### src/rtl/smem_pkg.sv
`default_nettype none

package smem_pkg;

    // ~~~~~~~~~~~~~~~~~~~~~~~~~~~~~~~~~~~~~~~~~~~~~~~~~~~~~~~~~~~~~~~~~~~~~~
    // widths
    // ~~~~~~~~~~~~~~~~~~~~~~~~~~~~~~~~~~~~~~~~~~~~~~~~~~~~~~~~~~~~~~~~~~~~~~

    localparam int addr_w     = 10;                // word address.
    localparam int data_w     = 32;
    localparam int byteen_w   = data_w / 8;        // one enable per byte.
    localparam int tag_w      = 6;                 // requester tag.
    localparam int num_banks  = 2;
    localparam int sel_w      = $clog2(num_banks); // bank select field.
    localparam int bank_tag_w = tag_w - sel_w;     // tag once select is removed.

    typedef logic [bank_tag_w-1:0] bank_tag_t;

    // ~~~~~~~~~~~~~~~~~~~~~~~~~~~~~~~~~~~~~~~~~~~~~~~~~~~~~~~~~~~~~~~~~~~~~~
    // requests
    // ~~~~~~~~~~~~~~~~~~~~~~~~~~~~~~~~~~~~~~~~~~~~~~~~~~~~~~~~~~~~~~~~~~~~~~

    typedef struct packed {
        logic [tag_w-1:0]    tag;
        logic [addr_w-1:0]   addr;
        logic                rw;      // set for write.
        logic [byteen_w-1:0] byteen;
        logic [data_w-1:0]   data;
    } core_req_t;

    typedef struct packed {
        bank_tag_t           tag;
        logic [addr_w-1:0]   addr;
        logic                rw;
        logic [byteen_w-1:0] byteen;
        logic [data_w-1:0]   data;
    } bank_req_t;

    // ~~~~~~~~~~~~~~~~~~~~~~~~~~~~~~~~~~~~~~~~~~~~~~~~~~~~~~~~~~~~~~~~~~~~~~
    // read responses
    // ~~~~~~~~~~~~~~~~~~~~~~~~~~~~~~~~~~~~~~~~~~~~~~~~~~~~~~~~~~~~~~~~~~~~~~

    typedef struct packed {
        logic [tag_w-1:0]  tag;
        logic [data_w-1:0] data;
    } core_rsp_t;

    typedef struct packed {
        bank_tag_t         tag;
        logic [data_w-1:0] data;
    } bank_rsp_t;

endpackage

`default_nettype wire
### src/rtl/smem_switch.sv
`timescale 1ns/100ps
`default_nettype none

module smem_switch #(
    parameter bit BUFFERED_REQ = 0,
    parameter int TAG_SEL_IDX  = 0
) (
    input  wire                                              clk,
    input  wire                                              rst_n,
    input  wire                                              req_valid,
    output logic                                             req_ready,
    input  wire smem_pkg::core_req_t                         req,
    output logic                                             rsp_valid,
    input  wire                                              rsp_ready,
    output smem_pkg::core_rsp_t                              rsp,
    output logic [smem_pkg::num_banks-1:0]                   bank_req_valid,
    input  wire [smem_pkg::num_banks-1:0]                    bank_req_ready,
    output smem_pkg::bank_req_t [smem_pkg::num_banks-1:0]    bank_req,
    input  wire [smem_pkg::num_banks-1:0]                    bank_rsp_valid,
    output logic [smem_pkg::num_banks-1:0]                   bank_rsp_ready,
    input  wire smem_pkg::bank_rsp_t [smem_pkg::num_banks-1:0] bank_rsp
);

    import smem_pkg::*;

    // bits of the tag below the select field.
    localparam logic [tag_w-1:0] LOW_MASK = (tag_w'(1) << TAG_SEL_IDX) - 1'b1;

    function automatic bank_tag_t strip_sel(input logic [tag_w-1:0] tag);
        logic [tag_w-1:0] upper;
        upper = (tag >> (TAG_SEL_IDX + sel_w)) << TAG_SEL_IDX;
        return bank_tag_t'(upper | (tag & LOW_MASK));
    endfunction

    function automatic logic [tag_w-1:0] insert_sel(input bank_tag_t btag,
                                                    input logic [sel_w-1:0] sel);
        logic [tag_w-1:0] wide;
        wide = tag_w'(btag);
        return ((wide & ~LOW_MASK) << sel_w) | (wide & LOW_MASK)
               | (tag_w'(sel) << TAG_SEL_IDX);
    endfunction

    // ~~~~~~~~~~~~~~~~~~~~~~~~~~~~~~~~~~~~~~~~~~~~~~~~~~~~~~~~~~~~~~~~~~~~~~
    // request path
    // ~~~~~~~~~~~~~~~~~~~~~~~~~~~~~~~~~~~~~~~~~~~~~~~~~~~~~~~~~~~~~~~~~~~~~~

    logic [sel_w-1:0] req_sel;
    bank_req_t        req_out;

    assign req_sel = req.tag[TAG_SEL_IDX +: sel_w];
    assign req_out = '{tag:    strip_sel(req.tag),
                       addr:   req.addr,
                       rw:     req.rw,
                       byteen: req.byteen,
                       data:   req.data};

    stream_switch #(
        .NUM_OUTPUTS (num_banks),
        .BUFFERED    (BUFFERED_REQ),
        .payload_t   (bank_req_t)
    ) i_req_switch (
        .clk       (clk),
        .rst_n     (rst_n),
        .sel       (req_sel),
        .valid_in  (req_valid),
        .ready_in  (req_ready),
        .data_in   (req_out),
        .valid_out (bank_req_valid),
        .ready_out (bank_req_ready),
        .data_out  (bank_req)
    );

    // ~~~~~~~~~~~~~~~~~~~~~~~~~~~~~~~~~~~~~~~~~~~~~~~~~~~~~~~~~~~~~~~~~~~~~~
    // response path
    // ~~~~~~~~~~~~~~~~~~~~~~~~~~~~~~~~~~~~~~~~~~~~~~~~~~~~~~~~~~~~~~~~~~~~~~

    core_rsp_t [num_banks-1:0] rsp_in;

    for (genvar b = 0; b < num_banks; b++) begin : g_rsp
        assign rsp_in[b] = '{tag:  insert_sel(bank_rsp[b].tag, sel_w'(b)),
                             data: bank_rsp[b].data};
    end

    stream_arb #(
        .NUM_INPUTS (num_banks),
        .payload_t  (core_rsp_t)
    ) i_rsp_arb (
        .clk       (clk),
        .rst_n     (rst_n),
        .valid_in  (bank_rsp_valid),
        .ready_in  (bank_rsp_ready),
        .data_in   (rsp_in),
        .valid_out (rsp_valid),
        .ready_out (rsp_ready),
        .data_out  (rsp)
    );

endmodule

`default_nettype wire

### src/rtl/stream_arb.sv
`timescale 1ns/100ps
`default_nettype none

module stream_arb #(
    parameter int  NUM_INPUTS = 2,
    parameter type payload_t  = logic [31:0]
) (
    input  wire                             clk,
    input  wire                             rst_n,
    input  wire [NUM_INPUTS-1:0]            valid_in,
    output logic [NUM_INPUTS-1:0]           ready_in,
    input  wire payload_t [NUM_INPUTS-1:0]  data_in,
    output logic                            valid_out,
    input  wire                             ready_out,
    output payload_t                        data_out
);

    localparam int               IDX_W = (NUM_INPUTS > 1) ? $clog2(NUM_INPUTS) : 1;
    localparam logic [IDX_W-1:0] LAST  = IDX_W'(NUM_INPUTS - 1);

    logic [IDX_W-1:0] ptr;       // highest priority input.
    logic [IDX_W-1:0] grant;
    logic             out_fire;

    // ~~~~~~~~~~~~~~~~~~~~~~~~~~~~~~~~~~~~~~~~~~~~~~~~~~~~~~~~~~~~~~~~~~~~~~
    // grant search
    // ~~~~~~~~~~~~~~~~~~~~~~~~~~~~~~~~~~~~~~~~~~~~~~~~~~~~~~~~~~~~~~~~~~~~~~

    // walk from the far end back to ptr, so the closest valid wins.
    always_comb begin : grant_search
        int cand;
        grant = ptr;
        for (int k = NUM_INPUTS - 1; k >= 0; k--) begin
            cand = int'(ptr) + k;
            if (cand >= NUM_INPUTS) begin
                cand = cand - NUM_INPUTS;              // wrap.
            end
            if (valid_in[cand]) begin
                grant = IDX_W'(cand);
            end
        end
    end

    assign valid_out = |valid_in;
    assign data_out  = data_in[grant];
    assign out_fire  = valid_out && ready_out;

    for (genvar i = 0; i < NUM_INPUTS; i++) begin : g_ready
        assign ready_in[i] = ready_out && (grant == IDX_W'(i));
    end

    // ~~~~~~~~~~~~~~~~~~~~~~~~~~~~~~~~~~~~~~~~~~~~~~~~~~~~~~~~~~~~~~~~~~~~~~
    // pointer
    // ~~~~~~~~~~~~~~~~~~~~~~~~~~~~~~~~~~~~~~~~~~~~~~~~~~~~~~~~~~~~~~~~~~~~~~

    always_ff @(posedge clk or negedge rst_n) begin
        if (!rst_n) begin
            ptr <= '0;
        end else if (out_fire) begin
            if (grant == LAST) begin
                ptr <= '0;
            end else begin
                ptr <= grant + 1'b1;                   // one past the winner.
            end
        end
    end

endmodule

`default_nettype wire

### src/rtl/stream_switch.sv
`timescale 1ns/100ps
`default_nettype none

module stream_switch #(
    parameter int  NUM_OUTPUTS = 2,
    parameter bit  BUFFERED    = 0,
    parameter type payload_t   = logic [31:0],
    localparam int SEL_W       = (NUM_OUTPUTS > 1) ? $clog2(NUM_OUTPUTS) : 1
) (
    input  wire                              clk,
    input  wire                              rst_n,
    input  wire [SEL_W-1:0]                  sel,
    input  wire                              valid_in,
    output logic                             ready_in,
    input  wire payload_t                    data_in,
    output logic [NUM_OUTPUTS-1:0]           valid_out,
    input  wire [NUM_OUTPUTS-1:0]            ready_out,
    output payload_t [NUM_OUTPUTS-1:0]       data_out
);

    logic [NUM_OUTPUTS-1:0] sel_onehot;

    assign sel_onehot = NUM_OUTPUTS'(1) << sel;

    if (BUFFERED) begin : g_buffered

        // ~~~~~~~~~~~~~~~~~~~~~~~~~~~~~~~~~~~~~~~~~~~~~~~~~~~~~~~~~~~~~~~~~~
        // one register per output
        // ~~~~~~~~~~~~~~~~~~~~~~~~~~~~~~~~~~~~~~~~~~~~~~~~~~~~~~~~~~~~~~~~~~

        logic [NUM_OUTPUTS-1:0]     out_valid;
        payload_t [NUM_OUTPUTS-1:0] out_data;
        logic [NUM_OUTPUTS-1:0]     can_load;
        logic [NUM_OUTPUTS-1:0]     load;

        assign can_load = ~out_valid | ready_out;     // empty or draining.
        assign load     = {NUM_OUTPUTS{valid_in}} & sel_onehot & can_load;
        assign ready_in = can_load[sel];

        always_ff @(posedge clk or negedge rst_n) begin
            if (!rst_n) begin
                out_valid <= '0;
            end else begin
                out_valid <= load | (out_valid & ~ready_out);
            end
        end

        always_ff @(posedge clk) begin
            for (int i = 0; i < NUM_OUTPUTS; i++) begin
                if (load[i]) begin
                    out_data[i] <= data_in;
                end
            end
        end

        assign valid_out = out_valid;
        assign data_out  = out_data;

    end else begin : g_direct

        // ~~~~~~~~~~~~~~~~~~~~~~~~~~~~~~~~~~~~~~~~~~~~~~~~~~~~~~~~~~~~~~~~~~
        // combinational routing
        // ~~~~~~~~~~~~~~~~~~~~~~~~~~~~~~~~~~~~~~~~~~~~~~~~~~~~~~~~~~~~~~~~~~

        assign valid_out = {NUM_OUTPUTS{valid_in}} & sel_onehot;
        assign ready_in  = ready_out[sel];            // only selected ready returns.

        for (genvar i = 0; i < NUM_OUTPUTS; i++) begin : g_out
            assign data_out[i] = data_in;
        end

    end

endmodule

`default_nettype wire

### config.mk
export PLATFORM = sky130hd
export DESIGN_NAME = smem_switch
export DESIGN_NICKNAME = d
export VERILOG_FILES = /design/src/rtl/smem_pkg.sv /design/src/rtl/smem_switch.sv /design/src/rtl/stream_arb.sv /design/src/rtl/stream_switch.sv
export SDC_FILE = /design/constraint.sdc
export NUM_CORES = 1
export LEC_CHECK = 0
export BUFFER_PORTS_ARGS = -buffer_cell sky130_fd_sc_hd__buf_2
export CORE_AREA = 2 2 110 112
export DETAILED_ROUTE_END_ITERATION = 8
export DIE_AREA = 0 0 112 114
export PLACE_DENSITY_LB_ADDON = 0.12
export SYNTH_ARGS = -nofsm -noshare
export SYNTH_HDL_FRONTEND = slang
export SYNTH_SLANG_ARGS = --single-unit
export TNS_END_PERCENT = 100
### constraint.sdc
create_clock -name clk -period 3 [get_ports clk]
set_input_delay 0.3 -clock clk [delete_from_list [all_inputs] [get_ports clk]]
set_output_delay 0.3 -clock clk [all_outputs]
set_load 0.03 [all_outputs]
==> reports/qor.txt <==
Initial DRC count: 20
Avg Vias per Cell: 3.01
Max Slew Vio Count: 0
Initial Utilization: 12.7%
Synth Cell Area: 0.00148 sq mm
Xor/xnor share of the synthesized area: 0%
Worst-Margin Slew: 0.359 ns
Fin nets: 312
Worst Skew: 0 ns
Synth Area in Adders: 0.759%
Sw frac: 52.9%
Die area: 0.0128 sq mm
Post-CTS Setup Bufs: 0
Combinational power share: 96.0%
Mux cell area share after synthesis: 38.2%
TNS Setup: 0 ns
Die height: 114 um
Startpoint types: primary input
Total grt overflow: 0
Design Area, Final: 0.00148 sq mm
Synth Area in Compound Gates: 0.759%
Critical path class: primary input to output port
Most flop-heavy register: i_rsp_arb.ptr
Simple-Gate Fraction of Synth Area: 2.11%
Peak supply drop: 93.1 uV
Global-route wire length before repair: 4530 um
Tightest Hold Check Type: primary input to asynchronous set/reset pin
Critical Path RT: 2.70 ns
Largest regs: i_rsp_arb.ptr (1)
Largest net degree at the start of global routing: 33
Total GRT Usage: 4.26%
Worst skew pair latency: 0 ns
Synth top area share: 53.2%
Cell Int Power: 0.221 mW
Max Cap Violations: 0
Status: complete, no violations
Final Hold Viols: 0
Syn Area/Cell: 9.44 sq um
Cts-stage hold buffer count: 0
NetSw: 0.247 mW
Hold WS: 0.0759 ns
Netlist cell types: 12
CP Data Arrival Time: 1.72 ns
RSZ-0062 raised after global routing: false
Diodes inserted: 0
Routed Antenna Nets: 0
CTS clk-pin slew, worst paths: 0 ns
PD cells: 315 mW/mm^2
Clk pwr share: 0%
GPL Wtd Cong: 0.655
Area leader, netlist: buf_4
CTS resizes: 0
Setup crit end kind: output port
Maximum fanout along the worst path: 32
Total Wirelength: 3460 um
Syn Inst Count: 157
Sequential area share after synthesis: 1.69%
Setup violators final: 0
Total power: 0.468 mW
Min Tclk post-route: 2.02 ns
Largest family of logic cells by synthesized area: buffers and inverters
Port Buffers: 126
Yosys reg bits: 1
Synthesized Nets: 292
DR DRC count: 0
Drt pass-1 iters: 4
WL/cell: 10.7 um
Area contributors post-synth: buf_4 (53%), mux2_4 (37%), buf_6 (3.0%)
Largest register FFs: 1
I/O pin cnt: 283
Vias in the first global route: 878
Die X: 112 um
Antenna violations before repair: 0
Core Rows: 40
Ratio of cells with drive above 1 in the final layout: 95.4%
Worst relative slew slack: 76.0%
Seq pwr share: 4.0%
Fillcell total: 1365
Synthesis warning total: 0
P_leak: 0.855 nW
Fin crit share: 67.4%
Dpl cell area: 0.00148 sq mm
Via count: 970
Core area: 0.0117 sq mm
Fmax: 0.495 GHz
P&R area growth vs syn: 0.0842%
==> per-stage QoR <==
step	util (%)	setup slack [ns]	cells
floorplan	-	1.36	157
global placement	12.7	0.958	322
detailed placement	12.7	0.951	322
CTS	12.7	0.942	322
global route	12.7	0.893	322
finish	12.7	0.979	322
==> power by group through the flow <==
| stage | sequential [mW] | combinational [mW] | clock, mW |
|---|---|---|---|
| CTS | 0.0187 | 0.456 | 0 |
| global placement | 0.0189 | 0.458 | 0 |
| detailed placement | 0.0185 | 0.455 | 0 |
| finish | 0.0186 | 0.449 | 0 |
| global route | 0.0189 | 0.473 | 0 |
| floorplan | 0.0181 | 0.599 | 0 |
==> logic make-up after synthesis <==
family | after synthesis
AO/OA/AOI/OAI | 2
flip-flops | 1
AND/OR/NAND/NOR | 5
buffers and inverters | 110
multiplexers | 38
adder cells (fa/ha/maj) | 1
==> cells in the final DEF, fill, tap and decap left out <==
cell type    n
a21oi_1      1
a31oi_1      1
and2_1       2
buf_12       1
buf_2      126
dfrtp_1      1
inv_1        1
maj3_2       1
mux2_2       1
mux2_4      37
nor2b_1      2
or2_2        1
==> routing by layer <==
| layer | vias up | part of all wire [%] | GRT usage, % |
|---|---|---|---|
| met5 | - | 0 | 0 |
| met4 | 0 | 7.4 | 3.58 |
| met3 | 34 | 16 | 1.81 |
| met2 | 104 | 47 | 7.27 |
| met1 | 392 | 30 | 3.98 |
| li1 | 440 | - | - |
==> path summary, 6_finish.rpt <==
kind	slack [ns]	to	cells after the start	from
setup / recovery	0.98	rsp[12]	6	bank_rsp_valid[0]
hold / removal	0.08	i_rsp_arb.ptr	1	rst_n
setup reg to reg	2.33	i_rsp_arb.ptr	2	i_rsp_arb.ptr
hold reg to reg	0.48	i_rsp_arb.ptr	1	i_rsp_arb.ptr
max in group asynchronous	2.84	i_rsp_arb.ptr	1	rst_n
min in group clk	0.48	i_rsp_arb.ptr	1	i_rsp_arb.ptr
==> cells in the mapped netlist <==
| cell | number |
|---|---|
| mux2_4 | 37 |
| and2_1 | 2 |
| or2_2 | 1 |
| inv_1 | 1 |
| a21oi_1 | 1 |
| a31oi_1 | 1 |
| mux2_2 | 1 |
| dfrtp_1 | 1 |
| buf_4 | 105 |
| buf_6 | 4 |
| nor2b_1 | 2 |
| maj3_2 | 1 |
==> worst max-delay path, stage by stage <==
cell	delay, ns
buf_2	0.11
inv_1	0.06
maj3_2	0.42
buf_12	0.29
mux2_4	0.33
buf_2	0.18
==> final cells by class <==
cell class | count | area, sq um | area share (%)
Tap cell | 147 | 184 | 12.4
Timing Repair Buffer | 127 | 651 | 43.8
Multi-Input combinational cell | 46 | 621 | 41.8
Inverter | 1 | 3.75 | 0.253
Sequential cell | 1 | 25.0 | 1.69
Power figures use the tool's default switching activity.
